<file path="config.mk">
export PLATFORM = sky130hd
export DESIGN_NAME = arm_exec_core
export DESIGN_NICKNAME = d
export VERILOG_FILES = /design/src/arm_ctrl_pkg.sv /design/src/ctrl_if.sv /design/src/main_decoder.sv /design/src/alu_decoder.sv /design/src/alu.sv /design/src/cond_logic.sv /design/src/arm_exec_core.sv
export SDC_FILE = /design/constraint.sdc
export NUM_CORES = 1
export LEC_CHECK = 0
export BUFFER_PORTS_ARGS = -buffer_cell sky130_fd_sc_hd__buf_4
export CAP_MARGIN = 10
export CELL_PAD_IN_SITES_DETAIL_PLACEMENT = 0
export CELL_PAD_IN_SITES_GLOBAL_PLACEMENT = 1
export CORE_UTILIZATION = 39
export CTS_BUF_LIST = sky130_fd_sc_hd__clkbuf_16
export CTS_CLUSTER_DIAMETER = 100
export DETAILED_ROUTE_END_ITERATION = 8
export PLACE_DENSITY_LB_ADDON = 0.1
export SLEW_MARGIN = 20
export SYNTH_ARGS = -nofsm -noshare
export SYNTH_HDL_FRONTEND = slang
export SYNTH_SLANG_ARGS = --single-unit
</file>
<file path="constraint.sdc">
create_clock -name clk -period 7.8 [get_ports clk]
set_clock_uncertainty 0.15 [all_clocks]
set_input_delay 1.17 -clock clk [delete_from_list [all_inputs] [get_ports clk]]
set_output_delay 1.17 -clock clk [all_outputs]
set_load 0.01 [all_outputs]
</file>
<file path="src/arm_ctrl_pkg.sv">
package arm_ctrl_pkg;

    // Field widths of the instruction word.
    localparam int data_w     = 32;  // Datapath width.
    localparam int cond_w     = 4;   // Condition field.
    localparam int op_w       = 2;   // Op field.
    localparam int funct_w    = 6;   // Funct field, I bit down to S bit.
    localparam int rd_w       = 4;   // Destination register.
    localparam int cmd_w      = 4;   // Funct[4:1] on data processing.
    localparam int alu_ctrl_w = 2;   // ALU operation select.

    localparam logic [rd_w-1:0] rd_pc = 4'd15;  // R15 is the PC.

    // Data processing commands.
    localparam logic [cmd_w-1:0] cmd_and = 4'b0000;
    localparam logic [cmd_w-1:0] cmd_sub = 4'b0010;
    localparam logic [cmd_w-1:0] cmd_add = 4'b0100;
    localparam logic [cmd_w-1:0] cmd_cmp = 4'b1010;
    localparam logic [cmd_w-1:0] cmd_orr = 4'b1100;

    // ALU control codes.
    localparam logic [alu_ctrl_w-1:0] alu_add = 2'b00;
    localparam logic [alu_ctrl_w-1:0] alu_sub = 2'b01;
    localparam logic [alu_ctrl_w-1:0] alu_and = 2'b10;
    localparam logic [alu_ctrl_w-1:0] alu_orr = 2'b11;

    // Op field values.
    localparam logic [op_w-1:0] op_dp     = 2'b00;
    localparam logic [op_w-1:0] op_mem    = 2'b01;
    localparam logic [op_w-1:0] op_branch = 2'b10;

    // Condition codes, 1111 is left unused.
    localparam logic [cond_w-1:0] cond_eq = 4'b0000;  // Z set.
    localparam logic [cond_w-1:0] cond_ne = 4'b0001;  // Z clear.
    localparam logic [cond_w-1:0] cond_cs = 4'b0010;  // Unsigned higher or same.
    localparam logic [cond_w-1:0] cond_cc = 4'b0011;  // Unsigned lower.
    localparam logic [cond_w-1:0] cond_mi = 4'b0100;  // Negative.
    localparam logic [cond_w-1:0] cond_pl = 4'b0101;  // Positive or zero.
    localparam logic [cond_w-1:0] cond_vs = 4'b0110;  // Overflow.
    localparam logic [cond_w-1:0] cond_vc = 4'b0111;  // No overflow.
    localparam logic [cond_w-1:0] cond_hi = 4'b1000;  // Unsigned higher.
    localparam logic [cond_w-1:0] cond_ls = 4'b1001;  // Unsigned lower or same.
    localparam logic [cond_w-1:0] cond_ge = 4'b1010;  // Signed greater or equal.
    localparam logic [cond_w-1:0] cond_lt = 4'b1011;  // Signed less.
    localparam logic [cond_w-1:0] cond_gt = 4'b1100;  // Signed greater.
    localparam logic [cond_w-1:0] cond_le = 4'b1101;  // Signed less or equal.
    localparam logic [cond_w-1:0] cond_al = 4'b1110;  // Always.

    // Status flags, n in the top bit.
    typedef struct packed {
        logic n;
        logic z;
        logic c;
        logic v;
    } nzcv_t;

endpackage

</file>
<file path="src/ctrl_if.sv">
`timescale 1ns/1ns

// Decoder outputs shared by the ALU and the condition logic.
interface ctrl_if
    import arm_ctrl_pkg::*;
(
    input logic clk  // Only for assertion sampling.
);

    logic                  alu_op;       // Data processing, ALU decoder active.
    logic                  reg_w;        // Register write request.
    logic                  mem_w;        // Memory write request.
    logic                  pcs;          // PC write request.
    logic [alu_ctrl_w-1:0] alu_control;  // ALU operation.
    logic [1:0]            flag_w;       // [1] loads n,z and [0] loads c,v.
    logic                  no_write;     // CMP, keeps rd untouched.

    modport main_mp (output alu_op, reg_w, mem_w, pcs);

    modport alu_dec_mp (input clk, alu_op, output alu_control, flag_w, no_write);

    modport alu_mp (input alu_control);

    modport cond_mp (input reg_w, mem_w, pcs, flag_w, no_write);

endinterface

</file>
<file path="src/main_decoder.sv">
`timescale 1ns/1ns

module main_decoder
    import arm_ctrl_pkg::*;
(
    input  logic [op_w-1:0]    op,
    input  logic [funct_w-1:0] funct,
    input  logic [rd_w-1:0]    rd,
    output logic               alu_src,     // Immediate as ALU operand b.
    output logic               mem_to_reg,  // Load data goes to rd.
    output logic [1:0]         imm_src,     // Extender format.
    output logic [1:0]         reg_src,     // Register file read selects.
    ctrl_if.main_mp            ctrl
);

    logic is_imm;   // I bit on data processing.
    logic is_load;  // L bit on memory.

    assign is_imm  = funct[funct_w-1];
    assign is_load = funct[0];

    always_comb begin
        // Nothing enabled unless the op says so.
        alu_src     = 1'b0;
        mem_to_reg  = 1'b0;
        imm_src     = 2'b00;
        reg_src     = 2'b00;
        ctrl.alu_op = 1'b0;
        ctrl.reg_w  = 1'b0;
        ctrl.mem_w  = 1'b0;

        case (op)
            op_dp: begin
                ctrl.reg_w  = 1'b1;    // ALU decoder may still veto it.
                ctrl.alu_op = 1'b1;
                alu_src     = is_imm;  // Register or rotated immediate.
            end
            op_mem: begin
                alu_src = 1'b1;        // Base plus 12-bit offset.
                imm_src = 2'b01;
                if (is_load) begin
                    ctrl.reg_w = 1'b1;
                    mem_to_reg = 1'b1;
                end else begin
                    ctrl.mem_w = 1'b1;
                    reg_src[1] = 1'b1;  // Store data read from rd.
                end
            end
            op_branch: begin
                alu_src    = 1'b1;     // PC plus offset.
                imm_src    = 2'b10;    // 24-bit branch offset.
                reg_src[0] = 1'b1;     // Read PC as operand a.
            end
            default: ;                 // Undefined op, no effect.
        endcase
    end

    // Branch, or any register write landing in R15.
    assign ctrl.pcs = (op == op_branch) | (ctrl.reg_w & (rd == rd_pc));

endmodule

</file>
<file path="src/alu_decoder.sv">
`timescale 1ns/1ns

module alu_decoder
    import arm_ctrl_pkg::*;
(
    input logic [cmd_w:0] funct,  // cmd plus S bit.
    ctrl_if.alu_dec_mp    ctrl
);

    logic [cmd_w-1:0] cmd;
    logic             s_bit;

    assign cmd   = funct[cmd_w:1];
    assign s_bit = funct[0];

    always_comb begin
        ctrl.alu_control = alu_add;  // Address and branch target add.
        ctrl.flag_w      = 2'b00;
        ctrl.no_write    = 1'b0;

        if (ctrl.alu_op) begin
            case (cmd)
                cmd_add: begin
                    ctrl.alu_control = alu_add;
                    ctrl.flag_w      = {2{s_bit}};
                end
                cmd_sub: begin
                    ctrl.alu_control = alu_sub;
                    ctrl.flag_w      = {2{s_bit}};
                end
                cmd_and: begin
                    ctrl.alu_control = alu_and;
                    ctrl.flag_w      = {s_bit, 1'b0};  // Logic ops keep c,v.
                end
                cmd_orr: begin
                    ctrl.alu_control = alu_orr;
                    ctrl.flag_w      = {s_bit, 1'b0};
                end
                cmd_cmp: begin
                    ctrl.alu_control = alu_sub;        // Compare is a subtract.
                    ctrl.flag_w      = 2'b11;
                    ctrl.no_write    = 1'b1;           // Result thrown away.
                end
                default: ;                             // Unsupported, plain add.
            endcase
        end
    end

    // A discarded result must still leave its mark in the flags.
    a_no_write_flags: assert property (@(posedge ctrl.clk)
        ctrl.no_write |-> (ctrl.flag_w == 2'b11));

endmodule

</file>
<file path="src/alu.sv">
`timescale 1ns/1ns

module alu
    import arm_ctrl_pkg::*;
(
    input  logic [data_w-1:0] src_a,
    input  logic [data_w-1:0] src_b,
    ctrl_if.alu_mp            ctrl,
    output logic [data_w-1:0] result,
    output nzcv_t             flags
);

    logic              is_sub;  // Subtract, invert b and carry in.
    logic              arith;   // Add or subtract.
    logic [data_w-1:0] b_eff;
    logic [data_w:0]   sum;     // Extra bit holds carry out.

    assign is_sub = (ctrl.alu_control == alu_sub);
    assign arith  = is_sub | (ctrl.alu_control == alu_add);
    assign b_eff  = is_sub ? ~src_b : src_b;
    assign sum    = {1'b0, src_a} + {1'b0, b_eff} + {{data_w{1'b0}}, is_sub};

    always_comb begin
        case (ctrl.alu_control)
            alu_add, alu_sub: result = sum[data_w-1:0];
            alu_and:          result = src_a & src_b;
            alu_orr:          result = src_a | src_b;
            default:          result = '0;
        endcase
    end

    assign flags.n = result[data_w-1];
    assign flags.z = (result == '0);
    assign flags.c = arith & sum[data_w];  // No borrow on subtract.
    // Operands of equal sign giving a result of the other sign.
    assign flags.v = arith & (src_a[data_w-1] == b_eff[data_w-1]) &
                     (sum[data_w-1] != src_a[data_w-1]);

endmodule

</file>
<file path="src/cond_logic.sv">
`timescale 1ns/1ns

module cond_logic
    import arm_ctrl_pkg::*;
(
    input  logic              clk,
    input  logic              rst_n,
    input  logic [cond_w-1:0] cond,
    input  nzcv_t             alu_flags,
    ctrl_if.cond_mp           ctrl,
    output logic              reg_write,
    output logic              mem_write,
    output logic              pc_src,
    output nzcv_t             flags      // Stored NZCV.
);

    logic cond_ex;  // Instruction executes.

    // Condition table on the stored flags.
    always_comb begin
        case (cond)
            cond_eq: cond_ex = flags.z;
            cond_ne: cond_ex = ~flags.z;
            cond_cs: cond_ex = flags.c;
            cond_cc: cond_ex = ~flags.c;
            cond_mi: cond_ex = flags.n;
            cond_pl: cond_ex = ~flags.n;
            cond_vs: cond_ex = flags.v;
            cond_vc: cond_ex = ~flags.v;
            cond_hi: cond_ex = flags.c & ~flags.z;
            cond_ls: cond_ex = ~flags.c | flags.z;
            cond_ge: cond_ex = (flags.n == flags.v);
            cond_lt: cond_ex = (flags.n != flags.v);
            cond_gt: cond_ex = ~flags.z & (flags.n == flags.v);
            cond_le: cond_ex = flags.z | (flags.n != flags.v);
            cond_al: cond_ex = 1'b1;
            default: cond_ex = 1'b0;  // Unused encoding.
        endcase
    end

    // Enables only take effect on a true condition.
    assign reg_write = ctrl.reg_w & cond_ex & ~ctrl.no_write;
    assign mem_write = ctrl.mem_w & cond_ex;
    assign pc_src    = ctrl.pcs & cond_ex;

    // Two halves, written independently.
    always_ff @(posedge clk or negedge rst_n) begin
        if (!rst_n) begin
            flags <= '0;
        end else if (cond_ex) begin
            if (ctrl.flag_w[1]) begin
                flags.n <= alu_flags.n;
                flags.z <= alu_flags.z;
            end
            if (ctrl.flag_w[0]) begin
                flags.c <= alu_flags.c;
                flags.v <= alu_flags.v;
            end
        end
    end

    // Load and store requests from the main decoder exclude each other.
    a_one_write: assert property (@(posedge clk) disable iff (!rst_n)
        !(reg_write && mem_write));

endmodule

</file>
<file path="src/arm_exec_core.sv">
`timescale 1ns/1ns

module arm_exec_core
    import arm_ctrl_pkg::*;
(
    input  logic               clk,
    input  logic               rst_n,
    input  logic [cond_w-1:0]  cond,
    input  logic [op_w-1:0]    op,
    input  logic [funct_w-1:0] funct,
    input  logic [rd_w-1:0]    rd,
    input  logic [data_w-1:0]  src_a,
    input  logic [data_w-1:0]  src_b,
    output logic [data_w-1:0]  alu_result,
    output logic               alu_src,
    output logic               mem_to_reg,
    output logic [1:0]         imm_src,
    output logic [1:0]         reg_src,
    output logic               reg_write,
    output logic               mem_write,
    output logic               pc_src,
    output nzcv_t              flags
);

    nzcv_t alu_flags;  // Unregistered ALU flags.

    ctrl_if u_ctrl (.clk(clk));

    main_decoder u_main_dec (
        .op         (op),
        .funct      (funct),
        .rd         (rd),
        .alu_src    (alu_src),
        .mem_to_reg (mem_to_reg),
        .imm_src    (imm_src),
        .reg_src    (reg_src),
        .ctrl       (u_ctrl.main_mp)
    );

    alu_decoder u_alu_dec (
        .funct (funct[cmd_w:0]),  // I bit not needed here.
        .ctrl  (u_ctrl.alu_dec_mp)
    );

    alu u_alu (
        .src_a  (src_a),
        .src_b  (src_b),
        .ctrl   (u_ctrl.alu_mp),
        .result (alu_result),
        .flags  (alu_flags)
    );

    cond_logic u_cond (
        .clk       (clk),
        .rst_n     (rst_n),
        .cond      (cond),
        .alu_flags (alu_flags),
        .ctrl      (u_ctrl.cond_mp),
        .reg_write (reg_write),
        .mem_write (mem_write),
        .pc_src    (pc_src),
        .flags     (flags)
    );

endmodule

</file>
After elaboration in Yosys (flattened, before gate mapping)
Index checks and enable logic that the tools add are counted.
Widths: inputs -> output; s select.
{"block": "word_totals", "reg_bits": 4, "latch_bits": 0, "mem_bits_rw": 0, "romBits": 0, "inputBits": 82, "out_inout_bits": 45, "wordCells": 86, "n_memories": 0}
{"block": "op_classes", "n_addsub": 2, "n_mul": 0, "div_mod_pow": 0, "order_cmp": 0, "eq_ne": 28, "n_shift": 0, "mux": 18, "n_bitwise": 22, "n_reduce_logical": 12}
{"cell": "$pmux 32 s3", "n": 1}
{"cell": "$eq 4x4->1 const B", "n": 10}
{"cell": "$add 32x32->33", "n": 1}
{"cell": "$add 33x1->33", "n": 1}
{"cell": "$and 32x32->32", "n": 1}
{"cell": "$logic_not 32->1", "n": 1}
{"cell": "$mux 32", "n": 1}
{"cell": "$not 32->32", "n": 1}
{"cell": "$or 32x32->32", "n": 1}
{"cell": "$eq 4x3->1 const B", "n": 5}
{"cell": "$pmux 1 s15", "n": 1}
{"cell": "$eq 4x2->1 const B", "n": 3}
{"cell": "$pmux 2 s3", "n": 2}
{"cell": "$and 1x1->1", "n": 10}
{"cell": "$reduce_or 2->1", "n": 5}
{"cell": "$logic_not 4->1", "n": 2}
{"cell": "$mux 1", "n": 8}
{"cell": "$eq 2x2->1 const B", "n": 3}
{"cell": "$not 1->1", "n": 5}
{"cell": "$eq 2x1->1 const B", "n": 2}
{"cell": "$eq 4x1->1 const B", "n": 1}
{"cell": "$logic_not 2->1", "n": 2}
{"cell": "$mux 2", "n": 2}
{"cell": "$or 1x1->1", "n": 4}
{"cell": "5 further kinds", "n": 9}

Longest topological paths before layout
Gate-level depths: netlist of run 1.
{"block": "depth", "word_depth": 10, "depth_mapped": 18}

Modules after synthesis
From an unflattened synthesis of run 1, not the netlist that was laid out.
{"block": "hier_totals", "cells_unflattened": 463, "area_unflattened_um2": 3458.3}
{"mod": "alu", "n_inst": 1, "cells_each": 386, "area_per_inst_um2": 2786.4, "seq_area_each_um2": 0.0}
{"mod": "cond_logic", "n_inst": 1, "cells_each": 42, "area_per_inst_um2": 405.4, "seq_area_each_um2": 100.1}
{"mod": "main_decoder", "n_inst": 1, "cells_each": 19, "area_per_inst_um2": 137.6, "seq_area_each_um2": 0.0}
{"mod": "alu_decoder", "n_inst": 1, "cells_each": 16, "area_per_inst_um2": 128.9, "seq_area_each_um2": 0.0}

Worst setup path after synthesis of run 1
Ideal clock, no wire load.
{"block": "synth_timing", "kind": "input to output", "startpoint": "input op[0]", "endpoint": "output alu_result[27]", "t_arrival_ps": 4599, "required_time_ps": 6480, "setup_slack_ps": 1881, "path_stages": 14, "path_cell_list": "inv_1 ha_1 nor4bb_1 clkbuf_1 buf_1 xor2_1 ha_1 nand4_1 or4_1 clkbuf_1 a211oi_1 o21a_1 nor4_1 o31ai_1"}
{"block": "synth_between", "elab_chain_cells": 8, "word_cells_on_any_way": 12, "classes_between": "2 x add/sub; 3 x eq/ne; 4 x mux; 3 x reduce/logical"}
{"element": "from (decl)", "line": "arm_exec_core.sv:9", "rtl": "input logic [op_w-1:0] op,"}
{"element": "$logic_not 2->1 (*)", "line": "main_decoder.sv:32", "rtl": "case (op)"}
{"element": "$mux 1 (*)", "line": "main_decoder.sv:32"}
{"element": "$mux 2 (*)", "line": "alu_decoder.sv:21", "rtl": "if (ctrl.alu_op) begin"}
{"element": "$eq 2x1->1", "line": "alu.sv:18, alu.sv:24"}
{"element": "$mux 32", "line": "alu.sv:20", "rtl": "assign b_eff = is_sub ? ~src_b : src_b;"}
{"element": "$add 32x32->33", "line": "alu.sv:21", "rtl": "assign sum = {1'b0, src_a} + {1'b0, b_eff} + {{data_w{1'b0}}, is_sub};"}
{"element": "$add 33x1->33", "line": "alu.sv:21"}
{"element": "$pmux 32 s3 (*)", "line": "alu.sv:24", "rtl": "case (ctrl.alu_control)"}
{"element": "to (decl)", "line": "arm_exec_core.sv:14", "rtl": "output logic [data_w-1:0] alu_result,"}
Mark *: on every way between the ends. The rest lies on a longest branch, timed or not.

Final worst setup path of run 1
{"block": "layout_timing", "startpoint": "input op[0]", "endpoint": "output alu_result[26]"}
The elaborated chain is that of the path after synthesis.

==> results.sh, run 1 <==
export IMPL_status="finished, final reports clean"
export IMPL_cts_resized=0
export IMPL_overflow=0
export IMPL_synthSimpleGateAreaFrac=0.282
export IMPL_core_area_um2=9240
export IMPL_timing_fmax_ghz=0.153
export IMPL_p_sw_uw=257
export IMPL_yosysTopAreaCellShare=0.131
export IMPL_wl_um=12500
export IMPL_ys_flop_type="dfrtp_1"
export IMPL_grt_usage=0.245
export IMPL_slowest_delay_ns=0.60
export IMPL_crit_path_start_kind="input pin"
export IMPL_cts_buffer_depth=2
export IMPL_path_clk_slew_ns=0.03
export IMPL_via_per_inst=5.77
export IMPL_worst_skew_pair_late_latency_ns=0.22
export IMPL_crit_path_cell_trace="buf_4, inv_1, ha_1, nor4bb_4, xor2_1, inv_1, fa_1, nand2b_1, a21oi_1, o211ai_1, o311ai_1, o2111a_1, nor4bb_1, a21oi_1, o31ai_1, buf_4"
export IMPL_cp_slowest_cell="o311ai_1"
export IMPL_yosysTopAreaCell="ha_1"
export IMPL_dp_hpwl_um=10200
export IMPL_start_util=0.403
export IMPL_place_congestion=0.883
export IMPL_regToRegEndpoint="u_cond.flags[2]$_DFFE_PN0P_"
export IMPL_hold_path_end="u_cond.flags[2]$_DFFE_PN0P_"
export IMPL_yosys_top_cells_area="ha_1 13%, xor2_1 9.2%, a21oi_1 7.5%"
export IMPL_place_ws_ns=1.33
export IMPL_p_clk_frac=0.142
export IMPL_cts_tree="yes"
export IMPL_ys_seq_area_frac=0.0269
export IMPL_synth_compound_area_frac=0.316
export IMPL_postLayoutSetupSlackWorst_ns=1.26
export IMPL_grt_pass1_wl_um=20200
export IMPL_seq_power_share=0.056
export IMPL_ir_drop_mv=0.0550
export IMPL_max_slew_margin=0.367
export IMPL_final_min_clock_period_ns=6.54
export IMPL_path_max_fanout=6
export IMPL_root_buffer="clkbuf_16"
export IMPL_antenna_found_initial=0
export IMPL_top_level_ports=127
export IMPL_critPathCaptureType="output port"
export IMPL_wire_per_inst_um=15.8
export IMPL_syn_inst=552
export IMPL_finalNonFillerCells=787
export IMPL_io_buffers=126
export IMPL_diodes=0
export IMPL_drc=0
export IMPL_setup_tns_ns=0
export IMPL_holdWs_ns=0.408
export IMPL_dr_total_vias=4544
export IMPL_worstMarginPinSlew_ns=0.946
export IMPL_slew_viol_final=0
export IMPL_synthArstFlopShare=1.00
export IMPL_r2r_start="u_cond.flags[0]$_DFFE_PN0P_"
export IMPL_hold_class="flop to flop"
export IMPL_share_comb_of_total_power=0.802
export IMPL_min_delay_start="u_cond.flags[2]$_DFFE_PN0P_"
export IMPL_synth_adder_area_share=0.188
export IMPL_fp_dieW_um=99.7
export IMPL_rsz0062_at_grt="no"
export IMPL_synth_seq_cells=4
export IMPL_synth_edf_count=0
export IMPL_ff2ff_path_depth=10
export IMPL_antenna_left=0
export IMPL_area_growth_synth_to_final_pct=29.9
export IMPL_grt_pass1_vias=4242
export IMPL_synth_top_family_by_area="compound AO/OA/AOI/OAI gates"
export IMPL_nNetsFinal=782
export IMPL_switching_share=0.464
export IMPL_drt_iter0_markers=183
export IMPL_internal_power_uw=297
export IMPL_largestRegisters="u_cond.flags: 4 flops"
export IMPL_yosysUniqueCellTypes=67
export IMPL_dp_cells=784
export IMPL_grt_max_degree=42
export IMPL_largest_register="u_cond.flags"
export IMPL_rows=35
export IMPL_synth_xor_xnor_area_share=0.118
export IMPL_cts_sinks=4
export IMPL_holdPathStages=2
export IMPL_synth_nets=674
export IMPL_worst_ep_required_time_ns=6.48
export IMPL_ctsHoldBuffers=0
export IMPL_power_density_nw_per_um2=115
export IMPL_hold_viol=0
export IMPL_arrival_ns=5.22
export IMPL_syn_avg_cell_area_um2=6.74
export IMPL_drt_pass1_iter_count=5
export IMPL_period_share=0.838
export IMPL_largest_reg_flops=4
export IMPL_power_uw=554
export IMPL_die_h_um=99.7
export IMPL_p_leak_uw=0.00218
export IMPL_post_cts_setup_buffers=0
export IMPL_yosysWarnings=0
export IMPL_synthMuxAreaShare=0.0165
export IMPL_setup_violations=0
export IMPL_rrSetupSlack_ns=4.79
export IMPL_drv_cap=0
export IMPL_critical_path_class="input pin to output port"
export IMPL_dieArea_um2=9940
export IMPL_htree_num_levels=1
export IMPL_synthesis_area_um2=3720
export IMPL_cts_buffers=3
export IMPL_drive_gt1_frac=0.219
-- worst max path at each step --
| stage | from | slack, ns | to | cells past startpoint |
|---|---|---|---|---|
| 2_1_floorplan | op[0] | 1.88 | alu_result[27] | 14 |
| 3_5_place_dp | op[0] | 1.33 | alu_result[26] | 16 |
| 4_1_cts | op[0] | 1.30 | alu_result[26] | 16 |
| 5_1_grt | op[0] | 0.94 | alu_result[26] | 16 |
| 6_report | op[0] | 1.26 | alu_result[26] | 16 |
| 3_3_place_gp | op[0] | 1.40 | alu_result[26] | 16 |
-- Yosys cell counts, types with 3 or more instances --
cell	n
mux2i_1	5
xnor2_1	11
o21ai_0	30
xor2_1	39
nor2_1	41
maj3_1	19
nor4bb_1	3
o221ai_1	3
nor3_1	16
nand3b_1	3
or3_1	10
a21o_1	9
a31o_1	4
ha_1	39
dfrtp_1	4
nand2b_1	11
nor2b_1	5
nand3_1	4
a21oi_1	56
o21a_1	8
nand2_1	59
o21ai_1	7
inv_1	18
nand4_1	11
a31oi_1	6
and3_1	7
a221oi_1	3
o211ai_1	11
and4_1	3
buf_4	3
nor4_1	7
and2_1	6
a211oi_1	13
buf_1	4
o31ai_1	7
clkbuf_1	18
or4_1	5
o22ai_1	4
-- cells by family (layout without fill, tap and decap cells) --
logic type,after synthesis,after routing
flip-flops,4,4
AO/OA/AOI/OAI,183,183
multiplexers,6,6
buffers and inverters,46,152
XOR/XNOR,50,50
adder cells (fa/ha/maj),59,59
AND/OR/NAND/NOR,204,204
-- cells in the final DEF, fill, tap and decap left out, types with 5 or more instances in the layout --
cell type  instances
mux2i_1            5
inv_1             18
nand2b_1          11
nor3_1            16
nand4_1           11
o21a_1             8
nor2b_1            5
a21o_1             9
o21ai_1            6
nor4_1             7
and2_1             6
o211ai_1          11
ha_1              39
xor2_1            39
a31oi_1            6
or3_1             10
and3_1             7
nand2_1           59
o21ai_0           30
xnor2_1           11
a211oi_1          13
nor2_1            41
buf_4            130
a21oi_1           55
maj3_1            19
o31ai_1            7
or4_1              5
-- power groups by stage --
stage          logic, µW  clock network, µW  registers, µW
2_1_floorplan        267                  0           31.6
3_3_place_gp         438                  0           30.9
3_5_place_dp         439                  0           31.1
4_1_cts              442               80.6           30.9
5_1_grt              487               82.2           31.9
6_report             444               78.9           30.8
-- final cells by class --
cell class	instances	area, µm²
Timing Repair Buffer	130	976
Fill cell	955	4400
Inverter	19	71.3
Clock buffer	3	75.1
Tap cell	129	161
Multi-Input combinational cell	502	3450
Sequential cell	4	100
-- routing by layer --
| metal | track usage | wire length (µm) | vias up |
|---|---|---|---|
| li1 | - | - | 2278 |
| met1 | 0.321 | 5800 | 2119 |
| met2 | 0.444 | 6080 | 137 |
| met3 | 0.0155 | 462 | 10 |
| met4 | 0.0396 | 114 | 0 |
| met5 | 0 | 0 | - |
-- critical path, delay by kind of cell --
kind            cells  cell delay, ns
fa+ha+maj           2            0.68
buf+inv             4            0.47
simple gates        3            0.74
xor+xnor            1            0.24
compound gates      6            1.92
-- stage by stage --
stage,util,instance area (µm²)
after CTS,0.523,4840
after global placement,0.515,4760
final,0.523,4840
after floorplan,-,3720
after detailed placement,0.515,4760
after global routing,0.523,4840
(Power assumes the default switching activity.)
==> run 2, diff against run 1 <==
- CORE_UTILIZATION: 39 -> 33
- clock period: 7.8 -> 5.4 ns (I/O delays scaled with it)
==> run 2 against run 1 <==
Compared with the run above:
- setup slack worse by 1.1 ns
- power is 52% higher
- sequential cell count stayed put
- largest cell class unchanged
==> results.sh, run 2 (synthesis results as in run 1) <==
export IMPL_overflow=0
export IMPL_cts_buffers=3
export IMPL_grt_pass1_vias=4270
export IMPL_diodes=0
export IMPL_antenna_found_initial=0
export IMPL_setup_violations=0
export IMPL_drt_pass1_iter_count=5
export IMPL_postLayoutCellArea_um2=5130
export IMPL_worstMarginPinSlew_ns=0.672
export IMPL_wire_per_inst_um=16.2
export IMPL_via_per_inst=5.62
export IMPL_period_share=0.966
export IMPL_antenna_left=0
export IMPL_dieArea_um2=11700
export IMPL_drive_gt1_frac=0.266
export IMPL_place_congestion=0.868
export IMPL_nNetsFinal=816
export IMPL_grt_max_degree=42
export IMPL_path_max_fanout=9
export IMPL_crit_path_start_kind="input pin"
export IMPL_p_leak_uw=0.00235
export IMPL_start_util=0.340
export IMPL_max_slew_margin=0.552
export IMPL_layout_common_cells="162 x buf_4, 59 x nand2_1, 52 x a21oi_1"
export IMPL_top_level_ports=127
export IMPL_path_clk_slew_ns=0.03
export IMPL_root_buffer="clkbuf_16"
export IMPL_cts_buffer_depth=2
export IMPL_final_min_clock_period_ns=5.22
export IMPL_core_area_um2=10900
export IMPL_wl_um=13500
export IMPL_io_buffers=126
export IMPL_drv_cap=0
export IMPL_rrSetupSlack_ns=2.51
export IMPL_arrival_ns=4.26
export IMPL_worst_skew_pair_late_latency_ns=0.23
export IMPL_worst_ep_required_time_ns=4.44
export IMPL_holdWs_ns=0.226
export IMPL_cts_tree="yes"
export IMPL_slew_viol_final=0
export IMPL_cts_sinks=4
export IMPL_drt_iter0_markers=185
export IMPL_largestRegisters="u_cond.flags: 4 flops"
export IMPL_ir_drop_mv=0.109
export IMPL_largest_register="u_cond.flags"
export IMPL_dp_hpwl_um=10900
export IMPL_fp_dieW_um=108
export IMPL_area_growth_synth_to_final_pct=37.9
export IMPL_status="finished, final reports clean"
export IMPL_ctsHoldBuffers=0
export IMPL_largest_reg_flops=4
export IMPL_hold_viol=0
export IMPL_hold_class="input pin to asynchronous set/reset pin"
export IMPL_critical_path_class="input pin to output port"
export IMPL_dr_total_vias=4675
export IMPL_die_h_um=108
export IMPL_rows=38
export IMPL_timing_fmax_ghz=0.192
export IMPL_power_density_nw_per_um2=164
export IMPL_layout_commonest_cell="buf_4"
export IMPL_drc=0
export IMPL_htree_num_levels=1
export IMPL_grt_pass1_wl_um=21200
export IMPL_grt_usage=0.225
export IMPL_critPathCaptureType="output port"
export IMPL_place_area_um2=4960
[run 2: final cells by class]
type                       instances  area, µm²
clock buffer                       3       75.1
sequential                         4        100
multi-input combinational        502       3470
tap                              140        175
inverter                          19       71.3
timing repair buffer             164       1240
fill                            1172       5800
[run 2: critical path: stages]
cell	delay, ns
buf_4	0.12
inv_1	0.08
ha_1	0.19
nor4bb_4	0.34
buf_6	0.23
buf_4	0.21
xor2_1	0.08
ha_1	0.41
nand4_1	0.16
or3_1	0.45
a211oi_1	0.27
buf_4	0.19
o21a_1	0.16
nor4_1	0.07
o31ai_2	0.28
buf_4	0.19
[run 2: layer usage]
metal	wire (µm)	GRT usage	share of wire	vias up
met2	6530	0.400	0.48	125
met1	6340	0.305	0.47	2196
li1	-	-	-	2348
met3	540	0.0175	0.040	6
met4	90	0.0205	0.0067	0
met5	0	0	0	-
[run 2: path summary, 6_finish.rpt]
kind / from / depth (start not counted) / to
worst max-delay path: op[0] / 16 / alu_result[27]
worst min-delay path: rst_n / 1 / u_cond.flags[1]$_DFFE_PN0P_
worst max register to register: u_cond.flags[0]$_DFFE_PN0P_ / 10 / u_cond.flags[2]$_DFFE_PN0P_
worst min register to register: u_cond.flags[1]$_DFFE_PN0P_ / 2 / u_cond.flags[1]$_DFFE_PN0P_
max in group asynchronous: rst_n / 1 / u_cond.flags[3]$_DFFE_PN0P_
min in group clk: u_cond.flags[1]$_DFFE_PN0P_ / 2 / u_cond.flags[1]$_DFFE_PN0P_
[run 2: report_power, final]
part	switching, µW	leakage [µW]	internal, µW
registers	8.83	0.0000535	36.2
logic	357	0.00226	325
clock network	21.0	0.0000370	94.6
[run 2: metrics by stage]
| step | cells | utilization | power [µW] | setup TNS, ns | worst slack [ns] |
|---|---|---|---|---|---|
| after detailed placement | 820 | 0.453 | 716 | 0 | 0.0300 |
| final | 832 | 0.470 | 842 | 0 | 0.181 |
| after CTS | 823 | 0.460 | 837 | 0 | 0.0216 |
| after global routing | 832 | 0.470 | 917 | -0.190 | -0.0477 |
| after floorplan | 552 | - | 432 | 0 | 0.201 |
| after global placement | 820 | 0.453 | 714 | 0 | 0.0600 |
[run 2: repair_timing]
item                                    CTS  global route
gates resized for setup                   1             8
endpoints found under the setup margin    1            12
cloned                                    0             0
pin swaps                                 0             2
setup buffers                             0             9
==> run 3, diff against run 2 <==
- ABC_AREA: default -> 1
- CORE_UTILIZATION: 33 -> 31
- SKIP_CTS_REPAIR_TIMING: default -> 1
==> run 3 against run 2 <==
Compared with the run above:
- via count grew 9.1%
- combinational power shrank 2%
- synthesized area grew 6.3%
- cell count grew 21%
- first-iteration DRC count grew 89%
- setup slack gained 0.22 ns
- sequential power grew 6.9%
- critical path type unchanged
==> results.sh, run 3 <==
export IMPL_status="finished, final reports clean"
export IMPL_drc=0
export IMPL_worst_ep_required_time_ns=4.44
export IMPL_grt_pass1_wl_um=24000
export IMPL_cts_sinks=4
export IMPL_hold_viol=0
export IMPL_syn_inst=719
export IMPL_drt_pass1_iter_count=5
export IMPL_dr_total_vias=5101
export IMPL_fillCellCount=1426
export IMPL_antenna_found_initial=0
export IMPL_hold_class="input pin to asynchronous set/reset pin"
export IMPL_synthArstFlopShare=1.00
export IMPL_top_level_ports=127
export IMPL_yosys_top_cells_area="nand2_1 18%, ha_1 12%, nand3_1 9.5%"
export IMPL_synthSimpleGateAreaFrac=0.464
export IMPL_rsz0062_at_grt="no"
export IMPL_layout_common_cells="193 x nand2_1, 127 x buf_4, 93 x inv_1"
export IMPL_wl_um=15300
export IMPL_multi_input_area_um2=3400
export IMPL_synth_nets=841
export IMPL_wire_per_inst_um=15.2
export IMPL_area_growth_synth_to_final_pct=29.5
export IMPL_antenna_left=0
export IMPL_via_per_inst=5.08
export IMPL_cts_buffer_depth=2
export IMPL_rows=40
export IMPL_overflow=0
export IMPL_setup_violations=0
export IMPL_ys_flop_type="dfrtp_1"
export IMPL_grt_pass1_vias=4747
export IMPL_p_leak_uw=0.00264
export IMPL_dp_hpwl_um=13000
export IMPL_finish_utilization=0.419
export IMPL_drt_iter0_markers=350
export IMPL_fp_dieW_um=115
export IMPL_largest_register="u_cond.flags"
export IMPL_timing_fmax_ghz=0.200
export IMPL_place_congestion=0.904
export IMPL_ys_seq_area_frac=0.0253
export IMPL_synthesis_area_um2=3960
export IMPL_largestRegisters="u_cond.flags: 4 flops"
export IMPL_dr_wl_met2_um=6850
export IMPL_synth_edf_count=0
export IMPL_layout_commonest_cell="nand2_1"
export IMPL_max_slew_margin=0.584
export IMPL_yosysTopAreaCellShare=0.183
export IMPL_highest_layer="met4"
export IMPL_wl_met1_um=7370
export IMPL_root_buffer="clkbuf_16"
export IMPL_crit_path_start_kind="input pin"
export IMPL_start_util=0.324
export IMPL_drive_gt1_frac=0.190
export IMPL_nNetsFinal=960
export IMPL_dieArea_um2=13200
export IMPL_period_share=0.926
export IMPL_ff2ff_path_depth=10
export IMPL_regToRegEndpoint="u_cond.flags[2]$_DFFE_PN0P_"
export IMPL_dr_wl_met3_um=921
export IMPL_path_clk_slew_ns=0.03
export IMPL_cts_buffers=3
export IMPL_yosysUniqueCellTypes=51
export IMPL_io_buffers=126
export IMPL_setup_tns_ns=0
export IMPL_yosysTopAreaCell="nand2_1"
export IMPL_yosysWarnings=0
export IMPL_synthMuxAreaShare=0
export IMPL_critical_path_class="input pin to output port"
export IMPL_final_min_clock_period_ns=5.00
export IMPL_final_seq_area_um2=100
export IMPL_synthTopCellsByCount="193 x nand2_1, 93 x inv_1, 85 x nor2_1"
export IMPL_syn_avg_cell_area_um2=5.50
export IMPL_synth_most_common_cell="nand2_1"
export IMPL_synth_seq_cells=4
export IMPL_ir_drop_mv=0.0724
export IMPL_grt_max_degree=34
export IMPL_power_density_nw_per_um2=163
export IMPL_drv_cap=0
export IMPL_htree_num_levels=1
export IMPL_synth_top_family_by_area="simple AND/OR/NAND/NOR gates"
export IMPL_cts_tree="yes"
export IMPL_slew_viol_final=0
export IMPL_critPathCaptureType="output port"
export IMPL_worstMarginPinSlew_ns=0.624
export IMPL_worst_skew_pair_late_latency_ns=0.22
export IMPL_diodes=0
export IMPL_synth_adder_area_share=0.162
export IMPL_die_h_um=115
export IMPL_core_area_um2=12200
export IMPL_largest_reg_flops=4
export IMPL_synth_compound_area_frac=0.153
export IMPL_r2r_start="u_cond.flags[3]$_DFFE_PN0P_"
export IMPL_path_max_fanout=17
export IMPL_rrSetupSlack_ns=3.33
export IMPL_grt_usage=0.231
export IMPL_synth_xor_xnor_area_share=0.0819
export IMPL_arrival_ns=4.04
==> run 3: how the worst max path moves through the flow <==
stage	to	from	cells after the start	slack, ns
detailed placement	alu_result[30]	op[0]	20	0.43
CTS	alu_result[30]	op[0]	20	0.42
global route	alu_result[28]	op[0]	20	0.07
global placement	alu_result[28]	op[0]	20	0.48
finish	alu_result[28]	op[0]	20	0.40
floorplan	alu_result[31]	op[0]	19	1.07
==> run 3: logic make-up (layout without fill, tap and decap cells) <==
group	count (synthesis)	in the layout
XOR/XNOR	37	37
AO/OA/AOI/OAI	104	104
AND/OR/NAND/NOR	411	411
adder cells (fa/ha/maj)	53	53
buffers and inverters	110	227
flip-flops	4	4
==> run 3: stage by stage <==
stage          total power [µW]  hold slack, ns  worst slack [ns]  area (µm²)  std cells
2_1_floorplan               439           0.364              1.07        3960        719
3_3_place_gp                711           0.423             0.482        5050       1001
3_5_place_dp                710           0.446             0.430        5050       1001
4_1_cts                     831           0.223             0.420        5120       1004
5_1_grt                     912           0.224            0.0719        5120       1004
6_report                    832           0.225             0.398        5120       1004
==> run 3: final cells by class <==
class,instances,area share
sequential,4,0.0195
inverter,96,0.0703
tap,168,0.0410
clock buffer,3,0.0147
timing repair buffer,128,0.190
multi-input combinational,605,0.664
==> run 3: critical path, stage by stage <==
cell	delay, ns
buf_4	0.12
inv_1	0.07
ha_1	0.22
nand4_4	0.41
buf_12	0.34
xor2_1	0.17
fa_1	0.45
inv_1	0.10
nand2_1	0.08
o21ai_2	0.21
nand2_1	0.08
nand2_1	0.17
nand2_1	0.09
nand2_2	0.11
nand2_1	0.12
nand2_1	0.12
nand2_1	0.06
nand3_1	0.07
nand2_1	0.08
buf_4	0.14
==> run 3: where the power goes <==
part / total, µW / leakage (µW) / switching, µW / internal [µW]
clock: 116 / 0.0000370 / 21.5 / 94.7
combinational: 668 / 0.00255 / 394 / 274
sequential: 48.2 / 0.0000463 / 9.08 / 39.2
==> run 3: metal layers <==
metal	up-vias	track usage
li1	2617	-
met1	2301	0.327
met2	171	0.386
met3	12	0.0206
met4	0	0.0312
met5	-	0
